==> src/logic/memPkg.sv <==
`default_nettype none

package memPkg;

    // Operation carried down the pipe with each instruction
    typedef enum logic [3:0] {
        opNone,
        opAlu,
        opLw,
        opLh,
        opLhu,
        opLb,
        opLbu,
        opSw,
        opSh,
        opSb,
        opMfc0,
        opMtc0,
        opEret
    } memOp;

    // Cause codes; excNone sits outside the architectural code range
    typedef enum logic [4:0] {
        excInt  = 5'd0,
        excAdEL = 5'd4,
        excAdES = 5'd5,
        excRi   = 5'd10,
        excOv   = 5'd12,
        excNone = 5'd31
    } excCode;

    typedef enum logic [1:0] {
        kcNone,
        kcEnter,
        kcEret
    } kernelCtrl;

    typedef struct packed {
        memOp        op;
        logic [31:0] pc;
        excCode      exc;
        logic        inDelaySlot;
        logic [31:0] aluResult;
        logic [31:0] rtData;
        logic [4:0]  rtAddr;
        logic [4:0]  rdAddr;
        logic [4:0]  destAddr;
        logic [31:0] destData;
    } memStageIn;

    typedef struct packed {
        memOp        op;
        logic [31:0] memWord;
        logic [1:0]  offset;
        logic [4:0]  destAddr;
        logic [31:0] destData;
    } wbStageIn;

    typedef struct packed {
        logic [4:0]  destAddr;
        logic [31:0] destData;
    } wbResult;

    // Address map
    localparam logic [31:0] dataStart = 32'h0000_0000;
    localparam logic [31:0] dataEnd   = 32'h0000_2FFF;
    localparam logic [31:0] textStart = 32'h0000_3000;

    localparam int dataWords    = 3072;
    localparam int dataAddrBits = $clog2(dataWords);

    // Coprocessor register ids
    localparam logic [4:0] cp0Status = 5'd12;
    localparam logic [4:0] cp0Cause  = 5'd13;
    localparam logic [4:0] cp0Epc    = 5'd14;
    localparam logic [4:0] cp0PrId   = 5'd15;

    localparam logic [31:0] prIdValue = 32'h1D2C_3B4A;

endpackage

`default_nettype wire

==> src/logic/coprocessor0.sv <==
`timescale 1ns/10ps
`default_nettype none

module coprocessor0 import memPkg::*; (
    input  logic              clk,
    input  logic              reset,
    input  memOp              op,
    input  logic [31:0]       pc,
    input  logic [31:0]       writeData,
    input  logic [4:0]        regId,
    input  logic              inDelaySlot,
    input  logic [5:0]        hwInt,
    input  excCode            exc,
    output memPkg::kernelCtrl kernelCtrl,
    output logic              takeTrap,
    output logic              excBranchDelay,
    output logic [29:0]       epc,
    output logic [31:0]       readData
);

    // Status fields
    logic [5:0] intMask;
    logic       exl;
    logic       ie;

    // Cause fields
    logic [5:0] intPendingBits;
    logic [4:0] causeCode;
    logic       branchDelay;

    logic [31:0] epcReg;

    logic [31:0] statusWord;
    logic [31:0] causeWord;
    logic        intTaken;
    logic        excTaken;

    assign statusWord = {16'b0, intMask, 8'b0, exl, ie};
    assign causeWord  = {branchDelay, 15'b0, intPendingBits, 3'b0, causeCode, 2'b0};

    // Interrupts only while enabled and not already in the handler
    assign intTaken = (|(hwInt & intMask)) && ie && !exl;
    assign excTaken = (exc != excNone);
    assign takeTrap = intTaken || excTaken;

    always_comb begin
        if (takeTrap) begin
            kernelCtrl = kcEnter;
        end else if (op == opEret) begin
            kernelCtrl = kcEret;
        end else begin
            kernelCtrl = kcNone;
        end
    end

    assign excBranchDelay = takeTrap && inDelaySlot;
    assign epc            = epcReg[31:2];

    always_comb begin
        case (regId)
            cp0Status: readData = statusWord;
            cp0Cause:  readData = causeWord;
            cp0Epc:    readData = epcReg;
            cp0PrId:   readData = prIdValue;
            default:   readData = 32'h0;
        endcase
    end

    always_ff @(posedge clk) begin
        if (reset) begin
            intMask        <= 6'b111111;
            exl            <= 1'b0;
            ie             <= 1'b1;
            intPendingBits <= 6'b0;
            causeCode      <= 5'd0;
            branchDelay    <= 1'b0;
            epcReg         <= textStart;
        end else begin
            // IP mirrors the interrupt lines
            intPendingBits <= hwInt;
            if (takeTrap) begin
                exl         <= 1'b1;
                causeCode   <= intTaken ? excInt : exc;
                branchDelay <= inDelaySlot;
                // Return to the branch when the victim sits in its delay slot
                epcReg      <= inDelaySlot ? (pc - 32'd4) : pc;
            end else if (op == opEret) begin
                exl         <= 1'b0;
                causeCode   <= 5'd0;
                branchDelay <= 1'b0;
            end else if (op == opMtc0) begin
                if (regId == cp0Status) begin
                    {intMask, exl, ie} <= {writeData[15:10], writeData[1], writeData[0]};
                end else if (regId == cp0Epc) begin
                    epcReg <= writeData;
                end
            end
        end
    end

endmodule

`default_nettype wire

==> src/logic/memStage.sv <==
`timescale 1ns/10ps
`default_nettype none

module memStage import memPkg::*; (
    input  logic              clk,
    input  logic              reset,
    input  logic              stall,
    input  logic              clr,
    input  memStageIn         stageIn,
    input  logic [4:0]        fwdAddr,
    input  logic [31:0]       fwdData,
    input  logic [5:0]        hwInt,
    output logic [29:0]       memAddr,
    output logic [3:0]        memWriteEnable,
    output logic [31:0]       memWriteData,
    input  logic [31:0]       memReadData,
    output wbStageIn          wbOut,
    output memPkg::kernelCtrl kernelCtrl,
    output logic [29:0]       epc,
    output logic              excBranchDelay
);

    logic [31:0] rtValue;
    logic [3:0]  byteEnable;
    logic [31:0] laneData;
    excCode      alignExc;
    excCode      finalExc;
    logic        takeTrap;
    logic [31:0] cp0Data;
    logic        isLoad;
    wbStageIn    wbNext;

    // Writeback bypass into the store data
    // Register 0 never forwards
    assign rtValue = ((fwdAddr == stageIn.rtAddr) && (fwdAddr != 5'd0)) ?
                     fwdData : stageIn.rtData;

    storeAlign storeAlign_i (
        .op         (stageIn.op),
        .addr       (stageIn.aluResult),
        .storeData  (rtValue),
        .byteEnable (byteEnable),
        .laneData   (laneData),
        .exc        (alignExc)
    );

    // Earlier stages take priority
    assign finalExc = (stageIn.exc != excNone) ? stageIn.exc : alignExc;

    coprocessor0 coprocessor0_i (
        .clk            (clk),
        .reset          (reset),
        .op             (stageIn.op),
        .pc             (stageIn.pc),
        .writeData      (rtValue),
        .regId          (stageIn.rdAddr),
        .inDelaySlot    (stageIn.inDelaySlot),
        .hwInt          (hwInt),
        .exc            (finalExc),
        .kernelCtrl     (kernelCtrl),
        .takeTrap       (takeTrap),
        .excBranchDelay (excBranchDelay),
        .epc            (epc),
        .readData       (cp0Data)
    );

    assign memAddr        = stageIn.aluResult[31:2];
    assign memWriteData   = laneData;
    assign memWriteEnable = (takeTrap || stall) ? 4'b0000 : byteEnable;

    assign isLoad = (stageIn.op == opLw) || (stageIn.op == opLh) || (stageIn.op == opLhu) ||
                    (stageIn.op == opLb) || (stageIn.op == opLbu);

    always_comb begin
        wbNext.op       = stageIn.op;
        wbNext.memWord  = memReadData;
        wbNext.offset   = stageIn.aluResult[1:0];
        wbNext.destAddr = stageIn.destAddr;
        if (stageIn.op == opMfc0) begin
            wbNext.destData = cp0Data;
        end else if (isLoad) begin
            wbNext.destData = memReadData;
        end else begin
            wbNext.destData = stageIn.destData;
        end
        // Trapped instruction becomes a bubble
        if (takeTrap) begin
            wbNext = '0;
        end
    end

    always_ff @(posedge clk) begin
        if (reset || clr) begin
            wbOut <= '0;
        end else if (!stall) begin
            wbOut <= wbNext;
        end
    end

endmodule

`default_nettype wire

==> src/logic/storeAlign.sv <==
`timescale 1ns/10ps
`default_nettype none

module storeAlign import memPkg::*; (
    input  memOp        op,
    input  logic [31:0] addr,
    input  logic [31:0] storeData,
    output logic [3:0]  byteEnable,
    output logic [31:0] laneData,
    output excCode      exc
);

    logic isLoad;
    logic isStore;
    logic misaligned;
    logic outOfWindow;

    assign isLoad  = (op == opLw) || (op == opLh) || (op == opLhu) ||
                     (op == opLb) || (op == opLbu);
    assign isStore = (op == opSw) || (op == opSh) || (op == opSb);

    // Word needs both low bits clear and halfword only bit 0
    always_comb begin
        misaligned = 1'b0;
        if ((op == opLw) || (op == opSw)) begin
            misaligned = (addr[1:0] != 2'b00);
        end else if ((op == opLh) || (op == opLhu) || (op == opSh)) begin
            misaligned = addr[0];
        end
    end

    // Unsigned wrap of the offset catches addresses below the window
    assign outOfWindow = (addr - dataStart) > (dataEnd - dataStart);

    always_comb begin
        byteEnable = 4'b0000;
        laneData   = storeData;
        case (op)
            opSw: begin
                byteEnable = 4'b1111;
            end
            opSh: begin
                byteEnable = 4'b0011 << {addr[1], 1'b0};
                laneData   = storeData << {addr[1], 4'b0000};
            end
            opSb: begin
                byteEnable = 4'b0001 << addr[1:0];
                laneData   = storeData << {addr[1:0], 3'b000};
            end
            default: begin
                byteEnable = 4'b0000;
            end
        endcase
    end

    always_comb begin
        exc = excNone;
        if (isLoad && (misaligned || outOfWindow)) begin
            exc = excAdEL;
        end else if (isStore && (misaligned || outOfWindow)) begin
            exc = excAdES;
        end
    end

endmodule

`default_nettype wire

==> config.mk <==
export PLATFORM = sky130hd
export DESIGN_NAME = memStage
export DESIGN_NICKNAME = d
export VERILOG_FILES = /design/src/logic/memPkg.sv /design/src/logic/coprocessor0.sv /design/src/logic/memStage.sv /design/src/logic/storeAlign.sv
export SDC_FILE = /design/constraint.sdc
export NUM_CORES = 1
export LEC_CHECK = 0
export ABC_AREA = 1
export BUFFER_PORTS_ARGS = -buffer_cell sky130_fd_sc_hd__buf_2
export CORE_ASPECT_RATIO = 0.5
export CORE_MARGIN = 5
export CORE_UTILIZATION = 40
export DETAILED_ROUTE_END_ITERATION = 16
export PLACE_DENSITY_LB_ADDON = 0.1
export SYNTH_ARGS = -nofsm -noshare
export SYNTH_HDL_FRONTEND = slang
export SYNTH_SLANG_ARGS = --single-unit
==> constraint.sdc <==
create_clock -name clk -period 1.82 [get_ports clk]
set_clock_uncertainty 0.05 [all_clocks]
set_input_delay 0.091 -clock clk [delete_from_list [all_inputs] [get_ports clk]]
set_output_delay 0.091 -clock clk [all_outputs]
set_load 0.02 [all_outputs]
==> flow_summary_export.csv <==
group,metric,value,unit
status,status,"finished, violations left",
status,violations,"negative setup slack",
synth,synth_area_leaders,"dfxtp_1 30%, nand2_1 16%, nor2_1 8.2%, nand3_1 8.1%, o21ai_0 7.1%",
die,io_pins,406,
die,die_area,24600,um^2
detailed_routing,drc_errors,0,
synth,syn_area,8560,um^2
finish,drive_gt1_share,42.4,%
synth,synth_most_common_cell,"nand2_1",
synth,synth_cell_type_count,39,
critical_path,endpoint_kind,"output pin",
finish,multi_input_area,5420,um^2
cts,numCtsBuffers,17,
finish,fin_cells,2258,
pwr,finalPower,8680,uW
global_routing,grt_start_max_net_pins,77,
synth,netlist_instances,1417,
timing,rsz0062_at_grt,"yes",
timing,slew_headroom,69.1,%
critical_path,critPathKind,"reg -> out",
die,fp.dieW,217,um
timing,setup_viol,124,
die,rows,37,
detailed_routing,dr.pass1.iters,6,
cts,clkLatencyLatePin,0.42,ns
die,core_area,20800,um^2
detailed_routing,drtAntennaViolNets,0,
pwr,p_int,6010,uW
cts,clock_path_buffers,2,
cts,htree_levels,4,
detailed_routing,wirelength,44500,um
timing,worst-slew-pin-transition,0.463,ns
synth,synth_common_cells,"373 x nand2_1, 186 x nor2_1, 139 x nand3_1",
die,start_util,41.2,%
cts,cts_tree,"done",
global_routing,grt_pass1_vias,11600,
cts,clk_pin_slew,0.06,ns
detailed_routing,routedWlPerCell,19.7,um
timing,final-hold-violation-count,0,
place,hpwl,32800,um
timing,fmax,0.440,GHz
place,place_area,11400,um^2
critical_path,crit_required,1.68,ns
critical_path,critical_path_arrival,2.13,ns
critical_path,startpoint_type,"flip-flop",
min_path,hp-class,"in -> reg",
pwr,power_switching,2680,uW
finish,ff_latch_area,2550,um^2
pwr,power_density,597,nW/um^2
detailed_routing,vias,12200,
global_routing,grt_usage,33.5,%
cts,cts.sinks,127,
place,port_buffers,385,
synth,ys.flop_type,"dfxtp_1",
global_routing,antenna_found_initial,3,
pwr,pwr-share-comb,24.9,%
global_routing,grt_pass1_wl,65200,um
synth,synthesis.nets,1650,
synth,ys_ff_latch,127,
pwr,clockPowerShare,41.7,%
synth,seq_area_frac_synth,29.7,%
pwr,p_seq_share,33.4,%
pwr,swShare,30.8,%
pwr,leakagePower,0.00693,uW
detailed_routing,drt_iter0_drc,1538,
timing,setup_tns,-32.15,ns
synth,synthArstFlopShare,0,%
synth,syn_avg_cell_area,6.04,um^2
detailed_routing,via_per_inst,5.38,
critical_path,crit_fanout,3,
synth,synth_top_area_cell,"dfxtp_1",
place,placed_cells,2093,
synth,synth-edff-count,0,
place,place_congestion,1.01,
die,die_h,113,um
finish,area_growth,70.1,%
timing,drv_slew,0,
synth,yosysTopAreaCellShare,29.7,%
cts,cts_root_buf,"clkbuf_16",
timing,fin_crit,2.27,ns
timing,fin_ws,-0.453,ns
global_routing,grt_overflow,0,
finish,design_area,14600,um^2
finish,fin_util,70.0,%
finish,final_nets,2203,
critical_path,reg2reg_slack,-0.44,ns
synth,synth_warnings,0,
pwr,vdd_drop_max,489,uV
job,cap_violations,0,
finish,fillers,1793,
timing,fin_crit_sh,125,%
==> final timing paths <==
path                                                            endpoint  cells past startpoint                                    from
worst max-delay path                                   memWriteEnable[2]                     12  coprocessor0_i.intMask[2]$_SDFFE_PP1P_
worst min-delay path               coprocessor0_i.epcReg[5]$_SDFFE_PP0P_                      4                            stageIn[122]
worst max register to register  coprocessor0_i.causeCode[0]$_SDFFE_PP0P_                     19  coprocessor0_i.intMask[2]$_SDFFE_PP1P_
worst min register to register                    wbOut[32]$_SDFFE_PP0N_                      2                  wbOut[32]$_SDFFE_PP0N_
==> registers in the layout, indices dropped and copies added (netlist names) <==
register,count
coprocessor0_i.intPendingBits,6
coprocessor0_i.exl,1
coprocessor0_i.branchDelay,1
coprocessor0_i.intMask,6
coprocessor0_i.ie,1
coprocessor0_i.causeCode,5
coprocessor0_i.epcReg,32
wbOut,75
==> layout make-up <==
class	instances	share of cell area, %
repair buffers	680	35.9
diodes	2	0.0344
clock inverters	14	1.25
clock buffers	18	3.02
well taps	273	2.35
multi-input cells	1043	37.3
inverters	101	2.74
flip-flops and latches	127	17.5
==> timing repair <==
action | 4_1_cts | 5_1_grt
hold buffers | 53 | 0
cloned | 12 | 4
pin swaps | 42 | 60
setup buffers | 42 | 26
hold endpoints to repair | 57 | 0
resized for setup | 162 | 198
endpoints found under the setup margin | 153 | 153
==> metal layers <==
metal	up-vias	track usage, %	share of wire, %
met3	83	6.84	10
met2	704	54.4	46
met5	-	0	0.029
met4	2	8.54	2.1
met1	5678	46.1	42
li1	5683	-	-
==> cells in the final DEF (no fill, tap or decap), types with 5 or more instances in the layout <==
cell type      count
a21oi_1           75
a21oi_2           32
a22oi_2            6
buf_12            22
buf_16             7
buf_2            352
buf_4            174
buf_6             56
buf_8              8
bufbuf_16          5
clkbuf_16         20
dfxtp_1          124
dlygate4sd3_1     53
inv_1             79
inv_2             16
inv_6              5
nand2_1          323
nand2_2           42
nand2_4            9
nand3_1          132
nand3_2            7
nand4_1           16
nor2_1           175
nor2_2             6
nor2_4             9
nor3_1             6
o211ai_1           9
o21ai_0           80
o21ai_1           12
o21ai_2           25
o21ai_4            5
o22ai_1           10
xnor2_1           13
xor2_1            14
==> power by group through the flow <==
| stage | sequential [uW] | clock, uW | combinational, uW |
|---|---|---|---|
| 4_1_cts | 2890 | 3640 | 1940 |
| 3_5_place_dp | 2960 | 0 | 1700 |
| 6_report | 2900 | 3620 | 2170 |
| 2_1_floorplan | 2930 | 0 | 906 |
| 3_3_place_gp | 2950 | 0 | 1700 |
| 5_1_grt | 2900 | 3780 | 2300 |
==> cells by family after synthesis <==
| family | Yosys count | share of synthesized area, % |
|---|---|---|
| buf+inv | 247 | 14.3 |
| simple gates | 742 | 35.9 |
| compound gates | 272 | 17.0 |
| fa+ha+maj | 1 | 0.146 |
| xor+xnor | 28 | 2.87 |
| flops | 127 | 29.7 |
==> worst max-delay path, stage by stage, from the launching register on <==
cell and delay [ns]:
dfxtp_2 0.32, nand2_1 0.05, nand2_1 0.07, a21oi_2 0.12, nand2_2 0.08, a21boi_2 0.19, nand2_2 0.10, nor2_4 0.17
buf_6 0.14, inv_4 0.04, buf_6 0.12, nor3_2 0.14, buf_4 0.16
==> through the flow <==
| step | setup WS [ns] | hold WS [ns] |
|---|---|---|
| floorplan | -0.0274 | 0.148 |
| global placement | -0.225 | 0.132 |
| detailed placement | -0.291 | 0.132 |
| CTS | -0.398 | 0.00311 |
| global route | -0.573 | 0.0330 |
| finish | -0.453 | 0.0172 |
(Power assumes the default switching activity.)
