[src/logic/memPkg.sv]
`default_nettype none

package memPkg;

    // Operation carried down the pipe with each instruction
    typedef enum logic [3:0] {
        opNone,
        opAlu,
        opLw,
        opLh,
        opLhu,
        opLb,
        opLbu,
        opSw,
        opSh,
        opSb,
        opMfc0,
        opMtc0,
        opEret
    } memOp;

    // Cause codes; excNone sits outside the architectural code range
    typedef enum logic [4:0] {
        excInt  = 5'd0,
        excAdEL = 5'd4,
        excAdES = 5'd5,
        excRi   = 5'd10,
        excOv   = 5'd12,
        excNone = 5'd31
    } excCode;

    typedef enum logic [1:0] {
        kcNone,
        kcEnter,
        kcEret
    } kernelCtrl;

    typedef struct packed {
        memOp        op;
        logic [31:0] pc;
        excCode      exc;
        logic        inDelaySlot;
        logic [31:0] aluResult;
        logic [31:0] rtData;
        logic [4:0]  rtAddr;
        logic [4:0]  rdAddr;
        logic [4:0]  destAddr;
        logic [31:0] destData;
    } memStageIn;

    typedef struct packed {
        memOp        op;
        logic [31:0] memWord;
        logic [1:0]  offset;
        logic [4:0]  destAddr;
        logic [31:0] destData;
    } wbStageIn;

    typedef struct packed {
        logic [4:0]  destAddr;
        logic [31:0] destData;
    } wbResult;

    // Address map
    localparam logic [31:0] dataStart = 32'h0000_0000;
    localparam logic [31:0] dataEnd   = 32'h0000_2FFF;
    localparam logic [31:0] textStart = 32'h0000_3000;

    localparam int dataWords    = 3072;
    localparam int dataAddrBits = $clog2(dataWords);

    // Coprocessor register ids
    localparam logic [4:0] cp0Status = 5'd12;
    localparam logic [4:0] cp0Cause  = 5'd13;
    localparam logic [4:0] cp0Epc    = 5'd14;
    localparam logic [4:0] cp0PrId   = 5'd15;

    localparam logic [31:0] prIdValue = 32'h1D2C_3B4A;

endpackage

`default_nettype wire

[src/logic/writebackStage.sv]
`timescale 1ns/10ps
`default_nettype none

module writebackStage import memPkg::*; (
    input  logic     clk,
    input  logic     reset,
    input  wbStageIn wbIn,
    output wbResult  result
);

    logic [7:0]  loadByte;
    logic [15:0] loadHalf;
    logic [31:0] wbValue;

    // Shift the addressed lane down to bit 0
    assign loadByte = 8'(wbIn.memWord >> {wbIn.offset, 3'b000});
    assign loadHalf = 16'(wbIn.memWord >> {wbIn.offset[1], 4'b0000});

    always_comb begin
        case (wbIn.op)
            opLw:    wbValue = wbIn.memWord;
            opLh:    wbValue = {{16{loadHalf[15]}}, loadHalf};
            opLhu:   wbValue = {16'b0, loadHalf};
            opLb:    wbValue = {{24{loadByte[7]}}, loadByte};
            opLbu:   wbValue = {24'b0, loadByte};
            default: wbValue = wbIn.destData;
        endcase
    end

    always_ff @(posedge clk) begin
        if (reset) begin
            result <= '0;
        end else begin
            result.destAddr <= wbIn.destAddr;
            result.destData <= wbValue;
        end
    end

endmodule

`default_nettype wire

[config.mk]
export PLATFORM = sky130hd
export DESIGN_NAME = writebackStage
export DESIGN_NICKNAME = d
export VERILOG_FILES = /design/src/logic/memPkg.sv /design/src/logic/writebackStage.sv
export SDC_FILE = /design/constraint.sdc
export NUM_CORES = 1
export LEC_CHECK = 0
export BUFFER_PORTS_ARGS = -buffer_cell sky130_fd_sc_hd__buf_4
export CORE_MARGIN = 2
export CORE_UTILIZATION = 45
export CTS_CLUSTER_DIAMETER = 120
export CTS_CLUSTER_SIZE = 20
export DETAILED_ROUTE_END_ITERATION = 8
export PLACE_DENSITY = 0.87
export SLEW_MARGIN = 40
export SYNTH_ARGS = -nofsm -noshare
export SYNTH_HDL_FRONTEND = slang
export SYNTH_SLANG_ARGS = --single-unit
[constraint.sdc]
create_clock -name clk -period 3.4 [get_ports clk]
set_input_delay 0.34 -clock clk [delete_from_list [all_inputs] [get_ports clk]]
set_output_delay 0.34 -clock clk [all_outputs]
set_load 0.01 [all_outputs]
==> summary.md, run 1 <==
| Metric | Value |
|---|---|
| Outcome | `complete, no violations` |
| Final WS setup | `1.63 ns` |
| Commonest cells after routing, fill and taps aside | `buf_4, dfxtp_1, nor2_1` |
| Gr ovfl total | `0` |
| Setup WS pre-CTS | `1.33 ns` |
| Top flop regs | `result: 37 flops` |
| Commonest non-fill, non-tap cell in the layout | `buf_4` |
| Startpoint Class | `input port` |
| PortBufs | `113` |
| Cells after synthesis | `207` |
| N_diodes | `0` |
| Post-Route M1 WL | `2.14 mm` |
| Max H-tree Level | `2` |
| Worst path most repeated cell | `buf_4` |
| Crit Path Max Fanout | `20` |
| Max Transition Viols Final | `0` |
| Synthesized Nets | `284` |
| Antenna viol nets, final | `0` |
| # Post-CTS Setup Buffers | `0` |
| Fillers | `312` |
| Leak pwr | `1.22 nW` |
| Setup violators final | `0` |
| DR vias/cell | `5.40` |
| Adder-Cell Fraction of Synth Area | `0.613%` |
| Slowest CP cell | `nor3_2` |
| Vias in the first global route | `1,783` |
| FP Rows | `23` |
| Post-synthesis average cell area | `8.87 um^2` |
| Fmax | `565 MHz` |
| TNS Setup | `0 ns` |
| Yosys warns | `0` |
| Initial antenna violation count | `0` |
| Placed cell count | `355` |
| First-pass GRT wire length | `8.19 mm` |
| RSZ-0062 raised after global routing | `no` |
| # hold bufs at CTS | `0` |
| Die height | `67.9 um` |
| Synth area leaders | `dfxtp_1, a211oi_1, nor2_1, mux2_2, mux2i_1` |
| Req. time, crit path | `3.59 ns` |
| Worst path top cell family by delay | `simple AND/OR/NAND/NOR gates` |
| Sequential share of the synthesized area | `40.4%` |
| Synth Area in Compound Gates | `23.5%` |
| Root buf cell | `clkbuf_8` |
| Synth-to-layout area growth | `50.8%` |
| Largest family of logic cells by synthesized area | `compound AO/OA/AOI/OAI gates` |
| Max clock buf depth | `2` |
| Top Ports | `114` |
| Crit path arrival time | `1.96 ns` |
| DR WL met2 | `2.83 mm` |
| Drt pass-1 iters | `4` |
| CTS resizes | `0` |
| Cell area after synthesis | `1840 um^2` |
| CP peak stage delay | `0.60 ns` |
| Peak VDD IR | `157 uV` |
| Xor-xnor portion of the synthesized cell area | `0.477%` |
| Critical-path cell list | `buf_4 > and3_1 > nor3_2 > buf_4 > nor2_1 > a211oi_1` |
| Final HPWL DP | `4.24 mm` |
| Min Hold Slack | `0.255 ns` |
| Largest reg by FF count | `result` |
| Global-route usage over all layers | `24.3%` |
| Yosys top cell by area | `dfxtp_1` |
| Total number of vias | `1,961` |
| #FFs+latches synth | `37` |
| CP Buf/Inv Count | `2` |
| Tmin final | `1.77 ns` |
| Relative slew slack | `46.5%` |
| Routed WL per cell | `15.6 um` |
| Clk slew on worst S/H paths | `0.07 ns` |
| Clock sinks | `37` |
| Max reg flops | `37` |
| Area share of the largest cell type after synthesis | `40.4%` |
| Die Wd | `67.9 um` |
| Final worst-path cycle share | `52.1%` |
| Final core occ | `69.7%` |
| CTS tree | `done` |
| Nets | `389` |
| CTS buffer count | `5` |
| Initial DRC count | `91` |
| Setup crit end kind | `flip-flop` |
| Non-Filler Instances | `363` |
| Multiplexer share of the synthesized area | `10.5%` |
| Simple-Gate Fraction of Synth Area | `19.4%` |
| # Max-Cap Violations | `0` |
| Area of the core | `3970 um^2` |
| Pin count of the biggest net entering global routing | `38` |
| Cell variety after synth | `32` |
| PwrDens | `378 nW/um^2` |
| Initial cell density of the core | `46.2%` |
| DIE AREA | `4610 um^2` |
| RD Place Congestion | `0.911` |
| Final wirelength | `5.65 mm` |
| Crit path kind | `input port to flip-flop` |
| Max Used Layer | `met4` |
| Final hold violation count | `0` |
| DRC violations left | `0` |
| Share of cells above drive strength 1 | `45.4%` |
| Hold WC Path Type | `input port to flip-flop` |
| Metal3 WL | `538 um` |
| Least-Margin Pin Slew | `0.796 ns` |
==> through the flow <==
| step | total power [mW] | instance area, um^2 |
|---|---|---|
| 2_1_floorplan | 0.615 | 1840 |
| 3_3_place_gp | 0.754 | 2690 |
| 3_5_place_dp | 0.760 | 2690 |
| 4_1_cts | 1.05 | 2770 |
| 5_1_grt | 1.08 | 2770 |
| 6_report | 1.05 | 2770 |
==> kinds of logic after synthesis <==
group           count (synthesis)
compound gates                 54
xor+xnor                        1
fa+ha+maj                       1
buf+inv                        19
flops                          37
mux                            17
simple gates                   78
==> report_power, final <==
part	switching (mW)	internal [mW]
clock	0.152	0.142
combinational	0.126	0.148
sequential	0.00934	0.468
==> synth_stat cells <==
cell and n:
inv_1 2, nand2b_1 4, nand3_1 1, o32a_1 1, dfxtp_1 37, buf_4 2, nor2b_1 6, o221a_2 1
and3_1 1, clkbuf_1 8, a211oi_1 33, a21oi_4 1, buf_6 1, or4_1 1, xnor2_1 1, or3_1 1
buf_2 6, mux2_2 8, mux4_2 1, nor2_1 34, or2_2 6, nor3_1 4, nor3b_1 1, maj3_2 1
o22a_1 1, mux2i_1 8, nand2_1 17, a22oi_1 7, a211o_1 1, or2_1 2, a31oi_1 1, a221oi_1 8
==> metal layers <==
metal | track usage (%) | up-vias
met5 | 0 | -
met4 | 10.5 | 0
met3 | 6.74 | 14
met1 | 27.6 | 893
met2 | 42.5 | 94
li1 | - | 960
==> final timing paths <==
kind / startpoint / to / slack [ns] / cells past startpoint
max: wbIn[71] / result[3] / 1.63 / 6
min: wbIn[34] / result[34] / 0.25 / 2
==> area by class of cell <==
cell class	count	area (um^2)	share of cell area (%)
Inverter	2	7.51	0.271
Tap cell	50	62.6	2.26
Timing Repair Buffer	115	863	31.2
Clock inverter	2	10.0	0.362
Sequential cell	37	741	26.8
Clock buffer	6	72.6	2.62
Multi-Input combinational cell	151	1010	36.5
No activity file was read; power rests on OpenSTA's default activity.
==> run 2: changes to the inputs <==
--- a/config.mk
+++ b/config.mk
@@ -7,11 +7,11 @@
 export LEC_CHECK = 0
 export BUFFER_PORTS_ARGS = -buffer_cell sky130_fd_sc_hd__buf_4
 export CORE_MARGIN = 2
-export CORE_UTILIZATION = 45
+export CORE_UTILIZATION = 38
 export CTS_CLUSTER_DIAMETER = 120
 export CTS_CLUSTER_SIZE = 20
 export DETAILED_ROUTE_END_ITERATION = 8
-export PLACE_DENSITY = 0.87
+export PLACE_DENSITY = 0.78
 export SLEW_MARGIN = 40
 export SYNTH_ARGS = -nofsm -noshare
 export SYNTH_HDL_FRONTEND = slang
==> constraint.sdc (replaced) <==
create_clock -name clk -period 1.5 [get_ports clk]
set_input_delay 0.15 -clock clk [delete_from_list [all_inputs] [get_ports clk]]
set_output_delay 0.15 -clock clk [all_outputs]
set_load 0.01 [all_outputs]
==> run 2 against run 1 <==
Effect of this change:
- sequential cell count did not move
- core utilization fell by 6.9 points
- combinational power rose by 140%
- via count rose by 4.1%
- die area rose by 17%
- largest power group unchanged
- highest routed layer unchanged
==> summary.md, run 2 (synthesized netlist as in run 1, its figures left out) <==
| Metric | Value |
|---|---|
| TNS Setup | `0 ns (unchanged)` |
| # Post-CTS Setup Buffers | `0 (unchanged)` |
| Pin count of the biggest net entering global routing | `38 (unchanged)` |
| Max Transition Viols Final | `0 (unchanged)` |
| Least-Margin Pin Slew | `0.531 ns (-0.265 ns)` |
| DIE AREA | `5400 um^2 (+17%)` |
| Initial DRC count | `105 (+15%)` |
| Relative slew slack | `64.4% (+18 points)` |
| PwrDens | `884 nW/um^2 (+130%)` |
| Setup crit end kind | `flip-flop` |
| Max clock buf depth | `2 (unchanged)` |
| Final wirelength | `5.93 mm (+4.8%)` |
| Nets | `402 (+3.3%)` |
| Switch share | `26.0% (-1.5 points)` |
| First-pass GRT wire length | `9.18 mm (+12%)` |
| # Max-Cap Violations | `0 (unchanged)` |
| Fmax | `732 MHz` |
| Share of cells above drive strength 1 | `48.2% (+2.8 points)` |
| Critical Path Start | `wbIn[37]` |
| Synth-to-layout area growth | `60.5%` |
| Clk slew on worst S/H paths | `0.08 ns (about the same)` |
| Commonest non-fill, non-tap cell in the layout | `buf_4` |
| Clock power frac | `32.8% (+4.7 points)` |
| Top Ports | `114 (unchanged)` |
| Die Wd | `73.5 um (+8.3%)` |
| Max H-tree Level | `2 (unchanged)` |
| RSZ-0062 raised after global routing | `no` |
| Hold WC Path Type | `input port to flip-flop` |
| Clock sinks | `37 (unchanged)` |
| Die height | `73.5 um (+8.3%)` |
| Crit path kind | `input port to flip-flop` |
| Cell Int Power | `1.93 mW (+150%)` |
| Root buf cell | `clkbuf_8` |
| Fillers | `406 (+30%)` |
| Final WS setup | `0.134 ns (-1.49 ns)` |
| Switching pwr | `676 uW (+140%)` |
| DR vias/cell | `5.37 (-0.58%)` |
| Final worst-path cycle share | `91.1%` |
| Final HPWL DP | `4.56 mm (+7.5%)` |
| Initial cell density of the core | `39.1% (-7.1 points)` |
| Sequential group share of total power | `41.5% (-4.1 points)` |
| Logic pwr share | `25.7% (-0.5 points)` |
| Setup violators final | `0 (unchanged)` |
| Area of the core | `4690 um^2 (+18%)` |
| CTS buffer count | `5 (unchanged)` |
| Min Hold Slack | `0.0719 ns (-0.183 ns)` |
| Req. time, crit path | `1.70 ns (-1.89 ns)` |
| Initial antenna violation count | `0 (unchanged)` |
| Outcome | `complete, no violations` |
| PortBufs | `113 (unchanged)` |
| Tmin final | `1.37 ns` |
| Max reg flops | `37 (unchanged)` |
| CTS resizes | `0 (unchanged)` |
| N_diodes | `0 (unchanged)` |
| Routed WL per cell | `15.6 um (+0.16%)` |
| FP Rows | `25 (+8.7%)` |
| HP Start | `wbIn[34]` |
| Crit Path Max Fanout | `7 (-65%)` |
| # hold bufs at CTS | `0 (unchanged)` |
| Gr ovfl total | `0 (unchanged)` |
| Peak VDD IR | `391 uV (+150%)` |
| Leak pwr | `1.31 nW (+7.0%)` |
| DRC violations left | `0 (unchanged)` |
| CTS tree | `done` |
| Largest reg by FF count | `result` |
| Top flop regs | `result: 37 flops` |
| Startpoint Class | `input port` |
| Global-route usage over all layers | `22.0% (-2.3 points)` |
| Drt pass-1 iters | `4 (unchanged)` |
| Setup WS pre-CTS | `-0.252 ns (-1.58 ns)` |
| RD Place Congestion | `0.945 (+3.7%)` |
| Antenna viol nets, final | `0 (unchanged)` |
| Vias in the first global route | `1,995 (+12%)` |
| Commonest cells after routing, fill and taps aside | `buf_4, dfxtp_1, nor2_1` |
| Total number of vias | `2,041 (+4.1%)` |
| Crit path arrival time | `1.56 ns (-0.40 ns)` |
| Final hold violation count | `0 (unchanged)` |
==> run 2: worst paths after layout <==
kind	endpoint	slack, ns	cells after the start
max	result[1]	0.13	5
min	result[34]	0.07	2
==> run 2: area by class of cell <==
| cell class | instances | area [um^2] | area share, % |
|---|---|---|---|
| multi-input cells | 151 | 1020 | 34.5 |
| repair buffers | 128 | 998 | 33.9 |
| flip-flops and latches | 37 | 741 | 25.1 |
| clock buffers | 5 | 68.8 | 2.34 |
| well taps | 54 | 67.6 | 2.29 |
| clock inverters | 3 | 46.3 | 1.57 |
| inverters | 2 | 7.51 | 0.255 |
==> run 2: critical path, cell delays in order <==
cell      delay (ns)
buf_4           0.12
maj3_2          0.31
o32a_1          0.40
or2_2           0.33
a211oi_1        0.25
==> run 2: through the flow <==
| step | power (mW) | cells | instance area [um^2] | util (%) |
|---|---|---|---|---|
| 6_report | 2.60 | 380 | 2950 | 62.8 |
| 5_1_grt | 2.72 | 380 | 2950 | 62.8 |
| 4_1_cts | 2.61 | 380 | 2940 | 62.7 |
| 3_5_place_dp | 1.77 | 372 | 2830 | 60.2 |
| 3_3_place_gp | 1.76 | 372 | 2830 | 60.2 |
| 2_1_floorplan | 1.39 | 207 | 1840 | - |
==> run 2: metal layers <==
layer	track usage (%)	vias up	wire length, um
li1	-	990	-
met1	26.2	955	2320
met2	38.2	86	3060
met3	5.21	10	427
met4	8.28	0	123
met5	0	-	0
==> run 2: power groups by stage <==
stage / Clock (mW) / Combinational [mW] / Sequential [mW]
final: 0.854 / 0.668 / 1.08
after global routing: 0.907 / 0.723 / 1.09
after CTS: 0.861 / 0.669 / 1.08
after detailed placement: 0 / 0.667 / 1.10
after global placement: 0 / 0.655 / 1.10
after floorplan: 0 / 0.252 / 1.14
==> run 3: changes to the inputs <==
--- a/config.mk
+++ b/config.mk
@@ -12,6 +12,7 @@
 export CTS_CLUSTER_SIZE = 20
 export DETAILED_ROUTE_END_ITERATION = 8
 export PLACE_DENSITY = 0.78
+export SETUP_SLACK_MARGIN = 0.15
 export SLEW_MARGIN = 40
 export SYNTH_ARGS = -nofsm -noshare
 export SYNTH_HDL_FRONTEND = slang
==> run 3 against run 2 <==
Effect of this change:
- cell count stayed put
- wire length is 2.0% lower
- setup slack better by 0.048 ns
- highest routed layer unchanged
- core utilization is 1.1 points higher
- largest cell class unchanged
==> summary.md, run 3 (synthesized netlist as in run 1, its figures left out) <==
| Metric | Value |
|---|---|
| Commonest cells after routing, fill and taps aside | `buf_4, dfxtp_1, nor2_1` |
| Fmax | `759 MHz (+3.7%)` |
| Max Transition Viols Final | `0 (unchanged)` |
| Leak pwr | `1.34 nW (+2.0%)` |
| Clock sinks | `37 (unchanged)` |
| Setup crit end kind | `flip-flop` |
| Final WS setup | `0.183 ns (+0.0485 ns)` |
| Setup WS pre-CTS | `-0.130 ns (+0.123 ns)` |
| Hold WC Path Type | `input port to flip-flop` |
| Die height | `73.5 um (unchanged)` |
| # hold bufs at CTS | `0 (unchanged)` |
| RD Place Congestion | `0.864 (-8.6%)` |
| Routed WL per cell | `15.3 um (-2.0%)` |
| Global-route usage over all layers | `21.9% (-0.13 points)` |
| Relative slew slack | `71.4% (+7.0 points)` |
| Startpoint Class | `input port` |
| Outcome | `complete, no violations` |
| Max clock buf depth | `2 (unchanged)` |
| PwrDens | `843 nW/um^2 (-4.7%)` |
| Largest reg by FF count | `result` |
| Final HPWL DP | `4.41 mm (-3.3%)` |
| CTS tree | `done` |
| DRC violations left | `0 (unchanged)` |
| Top flop regs | `result: 37 flops` |
| Setup violators final | `0 (unchanged)` |
| Drt pass-1 iters | `4 (unchanged)` |
| Tmin final | `1.32 ns (-0.0485 ns)` |
| Final worst-path cycle share | `87.8% (-3.2 points)` |
| Die Wd | `73.5 um (unchanged)` |
| Total number of vias | `1,996 (-2.2%)` |
| # Max-Cap Violations | `0 (unchanged)` |
| First-pass GRT wire length | `9.17 mm (-0.14%)` |
| Initial antenna violation count | `0 (unchanged)` |
| Vias in the first global route | `1,964 (-1.6%)` |
| Initial cell density of the core | `39.1% (unchanged)` |
| DR vias/cell | `5.25 (-2.2%)` |
| CTS buffer count | `5 (unchanged)` |
| Pin count of the biggest net entering global routing | `38 (unchanged)` |
| Clk slew on worst S/H paths | `0.07 ns (about the same)` |
| Final wirelength | `5.81 mm (-2.0%)` |
| RSZ-0062 raised after global routing | `yes` |
| Gr ovfl total | `0 (unchanged)` |
| Max reg flops | `37 (unchanged)` |
| Root buf cell | `clkbuf_8` |
| TNS Setup | `0 ns (unchanged)` |
| PortBufs | `113 (unchanged)` |
| Least-Margin Pin Slew | `0.429 ns (-0.102 ns)` |
| Crit path kind | `input port to flip-flop` |
| Peak VDD IR | `383 uV (-2.1%)` |
| Top Ports | `114 (unchanged)` |
| Synth-to-layout area growth | `63.3%` |
| Max H-tree Level | `2 (unchanged)` |
| Area of the core | `4690 um^2 (unchanged)` |
| Antenna viol nets, final | `0 (unchanged)` |
| FP Rows | `25 (unchanged)` |
| Crit Path Max Fanout | `17 (+10)` |
| Crit path arrival time | `1.47 ns (-0.09 ns)` |
| Req. time, crit path | `1.65 ns (-0.05 ns)` |
| DIE AREA | `5400 um^2 (unchanged)` |
| Final hold violation count | `0 (unchanged)` |
| Initial DRC count | `101 (-3.8%)` |
| Share of cells above drive strength 1 | `50.3% (+2.1 points)` |
| N_diodes | `0 (unchanged)` |
| Commonest non-fill, non-tap cell in the layout | `buf_4` |
| Nets | `402 (unchanged)` |
## run 3: cell types whose count changed in the layout (fill, tap and decap cells not counted), moves of 2 or more
| cell | previous run | this run |
|---|---|---|
| a211oi_1 | 33 | 28 |
| clkbuf_8 | 5 | 7 |
| a211oi_2 | 0 | 5 |
| or2_4 | 0 | 6 |
| or2_2 | 6 | 1 |
## run 3: what timing repair did
action                                 CTS  global route
gates resized for setup                  0             3
setup endpoints to repair                0            14
buffers inserted                         0             0
endpoints found under the hold margin    0             0
## run 3: worst paths after layout
kind              cells after the start    endpoint     start
setup / recovery                      6  result[29]  wbIn[37]
hold / removal                        2  result[35]  wbIn[35]
## run 3: report_power, final
group | internal, mW | switching, mW | leakage, nW
Sequential | 1.06 | 0.0199 | 0.308
Clock | 0.415 | 0.339 | 0.0542
Combinational | 0.386 | 0.306 | 0.973
## run 3: area by class of cell
type,instances,area (um^2)
Timing Repair Buffer,128,1010
Multi-Input combinational cell,151,1070
Inverter,2,7.51
Clock inverter,1,5.00
Sequential cell,37,741
Clock buffer,7,96.3
Fill cell,423,1690
Tap cell,54,67.6
## run 3: critical path: stages
cell,delay [ns]
buf_4,0.10
mux4_2,0.54
or2_4,0.26
a21oi_4,0.16
buf_12,0.17
a211oi_1,0.08
## run 3: routing by layer
| metal | track usage, % | part of all wire, % |
|---|---|---|
| met5 | 0 | 0 |
| met4 | 7.68 | 1.8 |
| met3 | 5.35 | 6.9 |
| met2 | 38.8 | 51 |
| met1 | 25.5 | 40 |
## run 3: metrics by stage
| step | utilization (%) | std cells | area [um^2] | hold WS, ns | total power [mW] |
|---|---|---|---|---|---|
| 2_1_floorplan | - | 207 | 1890 | 0.278 | 1.41 |
| 3_3_place_gp | 61.4 | 372 | 2880 | 0.366 | 1.78 |
| 3_5_place_dp | 61.4 | 372 | 2880 | 0.365 | 1.79 |
| 4_1_cts | 63.6 | 380 | 2980 | 0.0719 | 2.55 |
| 5_1_grt | 63.9 | 380 | 3000 | 0.0710 | 2.65 |
| 6_report | 63.9 | 380 | 3000 | 0.0763 | 2.53 |
